$ cat src/hw/thermo_pkg.sv
// Shared temperature, sample, zone, mode and actuator types for the thermostat pipeline
package thermo_pkg;

    // Raw sensor units, no conversion applied
    typedef logic [7:0] temp_t;

    // Strobed reading, used both for sensor input and filter output
    typedef struct packed {
        logic  valid;
        temp_t temp;
    } sample_t;

    // Band result for one filtered sample
    typedef struct packed {
        logic valid;
        logic below_lower;
        logic above_upper;
    } zone_t;

    // Climate modes
    typedef enum logic [1:0] {
        IDLE     = 2'b00,
        HEATING  = 2'b01,
        COOLING  = 2'b10,
        FAN_ONLY = 2'b11
    } mode_e;

    // Equipment drive bits
    typedef struct packed {
        logic heat;
        logic cool;
        logic fan;
    } actuator_t;

endpackage

$ cat src/hw/band_compare.sv
// Hysteresis band around the setpoint with registered above and below flags
`timescale 1ns/10ps

module band_compare
    import thermo_pkg::*;
#(
    parameter int unsigned HYSTERESIS = 2
) (
    input  logic    clk,
    input  logic    rst_n,
    input  sample_t avg,
    input  temp_t   target_temp,
    output zone_t   zone
);

    logic [31:0] upper_sum;
    temp_t       upper;
    temp_t       lower;
    logic        valid_q;
    logic        below_q;
    logic        above_q;

    // Upper limit clamps at full scale
    assign upper_sum = 32'(target_temp) + HYSTERESIS;
    assign upper     = (upper_sum > 32'd255) ? 8'hFF : temp_t'(upper_sum);

    // Lower limit clamps at zero
    assign lower = (32'(target_temp) < HYSTERESIS) ? 8'h00
                 : temp_t'(32'(target_temp) - HYSTERESIS);

    always_ff @(posedge clk or negedge rst_n) begin
        if (!rst_n) begin
            valid_q <= 1'b0;
        end else begin
            valid_q <= avg.valid;
        end
    end

    // Strict compares, so a saturated limit can never trip
    always_ff @(posedge clk) begin
        if (avg.valid) begin
            below_q <= avg.temp < lower;
            above_q <= avg.temp > upper;
        end
    end

    assign zone = '{valid: valid_q, below_lower: below_q, above_upper: above_q};

endmodule

$ cat src/hw/mode_fsm.sv
// Heat, cool and fan mode state machine with registered actuator decode
`timescale 1ns/10ps

module mode_fsm
    import thermo_pkg::*;
(
    input  logic      clk,
    input  logic      rst_n,
    input  zone_t     zone,
    output actuator_t act
);

    mode_e     state_q;
    mode_e     state_next;
    actuator_t act_q;

    // Actuator pattern per mode
    function automatic actuator_t decode(input mode_e mode);
        actuator_t a;
        a = '0;
        case (mode)
            HEATING: begin
                a.heat = 1'b1;
                a.fan  = 1'b1;
            end
            COOLING: begin
                a.cool = 1'b1;
                a.fan  = 1'b1;
            end
            FAN_ONLY: begin
                a.fan = 1'b1;
            end
            default: begin
                a = '0;
            end
        endcase
        return a;
    endfunction

    always_comb begin
        state_next = state_q;
        case (state_q)
            IDLE: begin
                if (zone.below_lower) begin
                    state_next = HEATING;
                end else if (zone.above_upper) begin
                    state_next = COOLING;
                end
            end
            HEATING: begin
                if (!zone.below_lower) begin
                    state_next = FAN_ONLY;
                end
            end
            COOLING: begin
                if (!zone.above_upper) begin
                    state_next = FAN_ONLY;
                end
            end
            FAN_ONLY: begin
                // Run-on ends after one in-band sample
                if (zone.below_lower) begin
                    state_next = HEATING;
                end else if (zone.above_upper) begin
                    state_next = COOLING;
                end else begin
                    state_next = IDLE;
                end
            end
            default: begin
                state_next = IDLE;
            end
        endcase
    end

    // State steps only on a band result, outputs trail by a cycle
    always_ff @(posedge clk or negedge rst_n) begin
        if (!rst_n) begin
            state_q <= IDLE;
            act_q   <= '0;
        end else begin
            if (zone.valid) begin
                state_q <= state_next;
            end
            act_q <= decode(state_q);
        end
    end

    assign act = act_q;

endmodule

$ cat src/hw/temp_filter.sv
// Moving average filter over the most recent accepted temperature readings
`timescale 1ns/10ps

module temp_filter
    import thermo_pkg::*;
#(
    parameter int unsigned AVG_LOG2 = 2
) (
    input  logic    clk,
    input  logic    rst_n,
    input  sample_t sample_in,
    output sample_t avg
);

    localparam int unsigned WIN   = 1 << AVG_LOG2;
    localparam int unsigned SUM_W = $bits(temp_t) + AVG_LOG2;

    // Window slot 0 holds the newest reading
    temp_t            window [WIN];
    logic [SUM_W-1:0] sum_q;
    logic [SUM_W-1:0] sum_next;
    logic [SUM_W-1:0] sum_scaled;
    logic             valid_q;
    temp_t            avg_q;

    // Newest reading in, oldest one out
    assign sum_next = sum_q
                    + SUM_W'(sample_in.temp)
                    - SUM_W'(window[WIN-1]);

    // Divide by window length
    assign sum_scaled = sum_next >> AVG_LOG2;

    always_ff @(posedge clk or negedge rst_n) begin
        if (!rst_n) begin
            for (int i = 0; i < WIN; i++) begin
                window[i] <= '0;
            end
            sum_q <= '0;
        end else if (sample_in.valid) begin
            window[0] <= sample_in.temp;
            for (int i = 1; i < WIN; i++) begin
                window[i] <= window[i-1];
            end
            sum_q <= sum_next;
        end
    end

    always_ff @(posedge clk or negedge rst_n) begin
        if (!rst_n) begin
            valid_q <= 1'b0;
        end else begin
            valid_q <= sample_in.valid;
        end
    end

    // Average only loads on a strobe
    always_ff @(posedge clk) begin
        if (sample_in.valid) begin
            avg_q <= temp_t'(sum_scaled);
        end
    end

    assign avg = '{valid: valid_q, temp: avg_q};

endmodule

$ cat src/hw/thermo_ctrl_top.sv
// Thermostat control top level chaining the filter, band and mode stages
`timescale 1ns/10ps

module thermo_ctrl_top
    import thermo_pkg::*;
#(
    parameter int unsigned AVG_LOG2   = 2,
    parameter int unsigned HYSTERESIS = 2
) (
    input  logic      clk,
    input  logic      rst_n,
    input  sample_t   sample_in,
    input  temp_t     target_temp,
    output actuator_t act
);

    sample_t avg;
    zone_t   zone;

    // Window average of incoming readings
    temp_filter #(
        .AVG_LOG2 (AVG_LOG2)
    ) u_filter (
        .clk       (clk),
        .rst_n     (rst_n),
        .sample_in (sample_in),
        .avg       (avg)
    );

    // Setpoint band with hysteresis
    band_compare #(
        .HYSTERESIS (HYSTERESIS)
    ) u_band (
        .clk         (clk),
        .rst_n       (rst_n),
        .avg         (avg),
        .target_temp (target_temp),
        .zone        (zone)
    );

    // Mode state and actuator drive
    mode_fsm u_mode (
        .clk   (clk),
        .rst_n (rst_n),
        .zone  (zone),
        .act   (act)
    );

endmodule

$ cat config.mk
export PLATFORM = sky130hd
export DESIGN_NAME = thermo_ctrl_top
export DESIGN_NICKNAME = d
export VERILOG_FILES = /design/src/hw/thermo_pkg.sv /design/src/hw/band_compare.sv /design/src/hw/mode_fsm.sv /design/src/hw/temp_filter.sv /design/src/hw/thermo_ctrl_top.sv
export SDC_FILE = /design/constraint.sdc
export NUM_CORES = 1
export LEC_CHECK = 0
export BUFFER_PORTS_ARGS = -buffer_cell sky130_fd_sc_hd__buf_2
export CAP_MARGIN = 20
export CORE_AREA = 5 5 88 90
export DETAILED_ROUTE_END_ITERATION = 10
export DIE_AREA = 0 0 93 95
export HOLD_SLACK_MARGIN = 0.06
export PLACE_DENSITY_LB_ADDON = 0.12
export SLEW_MARGIN = 0
export SYNTH_ARGS = -nofsm -noshare
export SYNTH_HDL_FRONTEND = slang
export SYNTH_HIERARCHICAL = 1
export SYNTH_SLANG_ARGS = --single-unit
export TNS_END_PERCENT = 20
$ cat constraint.sdc
create_clock -name clk -period 5.98 [get_ports clk]
set_input_delay 1.196 -clock clk [delete_from_list [all_inputs] [get_ports clk]]
set_output_delay 1.196 -clock clk [all_outputs]
set_load 0.01 [all_outputs]
**Yosys cells after proc, flatten, opt, wreduce, memory -nomap -nowiden**

Index checks and enable logic that the tools add are counted.

- Add/sub/neg operators: 4
- Mux-type cells: 12
- Eq/ne operators: 6
- $lt $le $gt $ge: 4
- Reductions and logical operators: 3

Operator list:

| kind | count |
|---|---|
| $gt 32x8->1 const B | 1 |
| $mux 8 | 2 |
| $mux 2 | 6 |
| $add 10x8->10 | 1 |
| $sub 10x8->10 | 1 |
| $add 8x2->9 const B | 1 |
| $gt 8x8->1 | 1 |
| $lt 8x2->1 const B | 1 |
| $lt 8x8->1 | 1 |
| $pmux 2 s4 | 1 |
| $sub 8x2->8 const B | 1 |
| $eq 2x2->1 const B | 2 |
| $ne 2x2->1 const B | 2 |
| $reduce_and 4->1 | 1 |
| $mux 1 | 3 |
| $ne 3x3->1 const B | 1 |
| $reduce_or 3->1 | 1 |
| $eq 2x1->1 const B | 1 |
| $logic_not 2->1 | 1 |

- Logic and storage cells: 43
- Bits in registers: 59

**Logic depth before layout (Yosys ltp)**

- Word-level depth: 4
- Mapped depth: 11

**By module**

The synthesis kept the hierarchy.

Modules (own cells, without submodules):

| module | times used | area an instance (µm²) | cells an instance | sequential area each (µm²) |
|---|---|---|---|---|
| temp_filter | 1 | 2542.4 | 211 | 1316.3 |
| band_compare | 1 | 898.4 | 112 | 85.1 |
| mode_fsm | 1 | 252.7 | 21 | 125.1 |

**Worst setup path after synthesis**

No wires, ideal clock.

- Path type: input port to flip-flop
- Start point: input sample_in[1] in the netlist's numbering
- End point: register u_filter.avg_q[7], data pin
- Data arrival time: 3094 ps
- Library setup time: 258 ps
- Required time: 5722 ps
- Cell stages on the path: 9
- Slack: 2629 ps
- Cell sequence: inv_1 > fa_1 > inv_1 > ha_1 > a211oi_2 > o21ai_2 > a211o_1 > and3_1 > xnor2_1

- Cells in the longest elaborated chain, start to end: 2

Ends and longest elaborated chain:

| item | RTL line | source |
|---|---|---|
| from (decl) | thermo_ctrl_top.sv:12 | `input sample_t sample_in,` |
| $add 10x8->10 | temp_filter.sv:28 | `+ SUM_W'(sample_in.temp)` |
| $sub 10x8->10 | temp_filter.sv:29 | `- SUM_W'(window[WIN-1]);` |
| named net u_filter.sum_next[9] | temp_filter.sv:21 | `logic [SUM_W-1:0] sum_next;` |
| to (signal assigned) | temp_filter.sv:60 | `avg_q <= temp_t'(sum_scaled);` |
| to (decl) | temp_filter.sv:24 | `temp_t avg_q;` |

The timed path passes the listed nets, and every way through them passes these cells.
A chain may end at the register's enable or synchronous reset.

**Worst setup path in the final report**

Ends and elaborated chain as after synthesis.

==> results.py <==
metrics = {
    "clocking": {
        "cts_hold_buffers": 0,
        "cts.repair.resized": 0,
        "clk_latency_ps": 330,
        "numCtsBuffers": 9,
        "cts_buffer_depth": 2,
        "clock_sinks": 59,
        "h-tree-depth": 3,
        "cts_setup_buffers": 0,
        "clkTransAtPathRegs_ps": 70,
        "cts_tree": "yes",
        "cts_root_buf": "clkbuf_8",
    },
    "sta": {
        "hold_ws_ps": 433.7,
        "rsz0062_at_grt": "false",
        "hold_violations": 0,
        "skew_ps": 8.636,
        "fin_setup_tns_ps": 0,
        "worst_pin_slew_ps": 669.2,
        "min_period_ps": 3219,
        "max_freq_mhz": 310.7,
        "maxSlewViolCount": 0,
        "period_share_pct": 53.83,
        "finalSetupViolCount": 0,
        "maxSlewHeadroom_pct": 55.39,
    },
    "placed_design": {
        "portBuffers": 21,
        "place_congestion": 0.7865,
        "dpl.hpwl_um": 4318,
    },
    "floorplanning": {
        "die_x_um": 93,
        "rows": 31,
        "io_pins": 22,
        "dieArea_um2": 8835,
        "coreArea_um2": 6982,
        "die_y_um": 95,
        "start_util_pct": 52.90,
    },
    "run_status": {
        "status": "finished clean",
    },
    "critical_path": {
        "reg2reg_from": "u_filter/window[1]",
        "rr_worst_depth": 8,
        "cp_max_fo": 4,
        "rr_endpoint": "u_filter/avg_q[7]",
        "r2r_slack_ps": 3390,
        "worstPathRequired_ps": 6060,
        "endpoint_kind": "flip-flop",
        "critPathLaunchType": "input port",
        "critPathArrivalTime_ps": 3300,
        "critPathKind": "input port to flip-flop",
    },
    "synth": {
        "ys_types": 56,
        "synthCells": 344,
        "synth_seq_cells": 59,
        "ys_seq_area_share_pct": 41.33,
        "synth_warnings": 6,
        "synth_edf_count": 10,
        "syn_avg_cell_area_um2": 10.74,
        "syn_nets": 403,
        "syn_area_um2": 3694,
        "synth_flop_cell": "dfrtp_1",
        "async_flop_share_pct": 83.05,
    },
    "finish": {
        "layout.nets": 422,
        "syn2layout_area_growth_pct": 8.638,
        "final_common_cell": "dfrtp_1",
        "final_cell_mix": "49 x dfrtp_1, 44 x inv_1, 32 x ha_1, 32 x mux2_1, 21 x buf_2",
        "diodes": 0,
        "drive_above_1_share_pct": 14.40,
    },
    "drt": {
        "routedWlPerCell_um": 13.01,
        "viasPerCell": 5.324,
        "drt_first_pass_iters": 6,
        "detail-route-antenna-nets": 0,
        "drt_iter0_markers": 81,
        "drc": 0,
        "num_vias": 2396,
        "wirelength_um": 5856,
    },
    "grt": {
        "overflow": 0,
        "first_global_vias": 2411,
        "grtUsageTotal_pct": 15.19,
        "antenna_found_initial": 0,
        "grt_pass1_wl_um": 10500,
        "grt_max_degree": 57,
    },
    "run": {
        "cap_viol_max_count": 0,
    },
    "pwr": {
        "power_density_nw_per_um2": 488.0,
        "p_leak_nw": 1.902,
        "ir_worst_vdd_uv": 242.8,
    },
    "worst_hold_path": {
        "hold_depth": 0,
        "min_to": "u_band/valid_q",
        "hp-class": "flip-flop to flip-flop",
        "hp-start": "u_filter/valid_q",
    },
}
metrics by stage:
| stage | cell area, µm² | utilization (%) | worst slack, ps | power (W) | std cells |
|---|---|---|---|---|---|
| 2_1_floorplan | 3694 | - | 2629 | 0.001423 | 344 |
| 3_3_place_gp | 3820 | 54.71 | 2448 | 0.001589 | 434 |
| 3_5_place_dp | 3820 | 54.71 | 2407 | 0.001618 | 434 |
| 4_1_cts | 4013 | 57.47 | 2763 | 0.001980 | 450 |
| 5_1_grt | 4013 | 57.47 | 2645 | 0.002162 | 450 |
| 6_report | 4013 | 57.47 | 2761 | 0.001958 | 450 |
how the worst max path moves through the flow:
stage                     slack, ps                end  cells past startpoint          from
after global routing           2640  u_filter/avg_q[7]                     10  sample_in[1]
after global placement         2450  u_filter/avg_q[7]                     10  sample_in[1]
final                          2760  u_filter/avg_q[7]                     10  sample_in[1]
after CTS                      2760  u_filter/avg_q[7]                     10  sample_in[1]
after floorplan                2630  u_filter/avg_q[7]                      9  sample_in[1]
after detailed placement       2410  u_filter/avg_q[7]                     10  sample_in[1]
logic make-up after synthesis:
logic type,after synthesis,share of synthesized area (%)
AO/OA/AOI/OAI,58,10.03
AND/OR/NAND/NOR,76,11.76
flip-flops,59,41.33
multiplexers,38,11.45
adder cells (fa/ha/maj),40,15.18
XOR/XNOR,13,3.083
buffers and inverters,60,7.181
power by group:
part / leakage, nW / internal, W / switching (W)
sequential: 0.672 / 0.000580 / 0.0000687
combinational: 1.13 / 0.000427 / 0.000533
clock: 0.103 / 0.000202 / 0.000149
total: 1.90 / 0.00121 / 0.000750
cells in the mapped netlist (all sizes together) (3+ instances only):
cell    number  area [µm²]
mux2        34       382.9
nand2       21       83.83
inv         45       168.9
or3          3       18.77
nand3        8       50.05
nand4        6       37.54
nor3         4       42.54
ha          32       400.4
o21ai       17       88.83
a31oi        3       18.77
mux2i        4       40.04
a211oi       4       40.03
nor2        17       63.81
fa           8       160.2
xor2         7       61.31
xnor2        6       52.55
buf         13       88.83
dfrtp       49        1226
a21oi       17       85.08
edfxtp      10       300.3
o21a         3       22.52
a21o         3       22.52
layout make-up:
| cell class | instances | area, µm² |
|---|---|---|
| clock buffers | 11 | 141.4 |
| clock inverters | 5 | 51.30 |
| fillers | 620 | 2969 |
| inverters | 45 | 168.9 |
| multi-input cells | 225 | 1902 |
| flip-flops and latches | 59 | 1526 |
| well taps | 82 | 102.6 |
| repair buffers | 23 | 120.1 |
metal layers:
metal,global-route usage [%],part of all wire [%],vias up
met2,24.90,46,38
met4,6.716,1.3,0
met3,4.940,4.3,6
met1,18.32,48,1132
li1,-,-,1220
met5,0,0,-
worst max-delay path, cell delays in order:
cell and delay (ps):
buf_2 90, inv_1 50, fa_1 590, inv_1 60, ha_1 310, a211oi_2 290, o21ai_2 120, a211o_1 280
and3_1 190, xnor2_1 110
sequential cells by signal (all words and copies together) (netlist names):
signal,cells
u_band/above_q,1
u_band/below_q,1
u_band/valid_q,1
u_filter/avg_q,8
u_filter/sum_q,10
u_filter/valid_q,1
u_filter/window,32
u_mode/act,3
u_mode/state_q,2
Note: power is estimated with default switching activity, not from simulation.
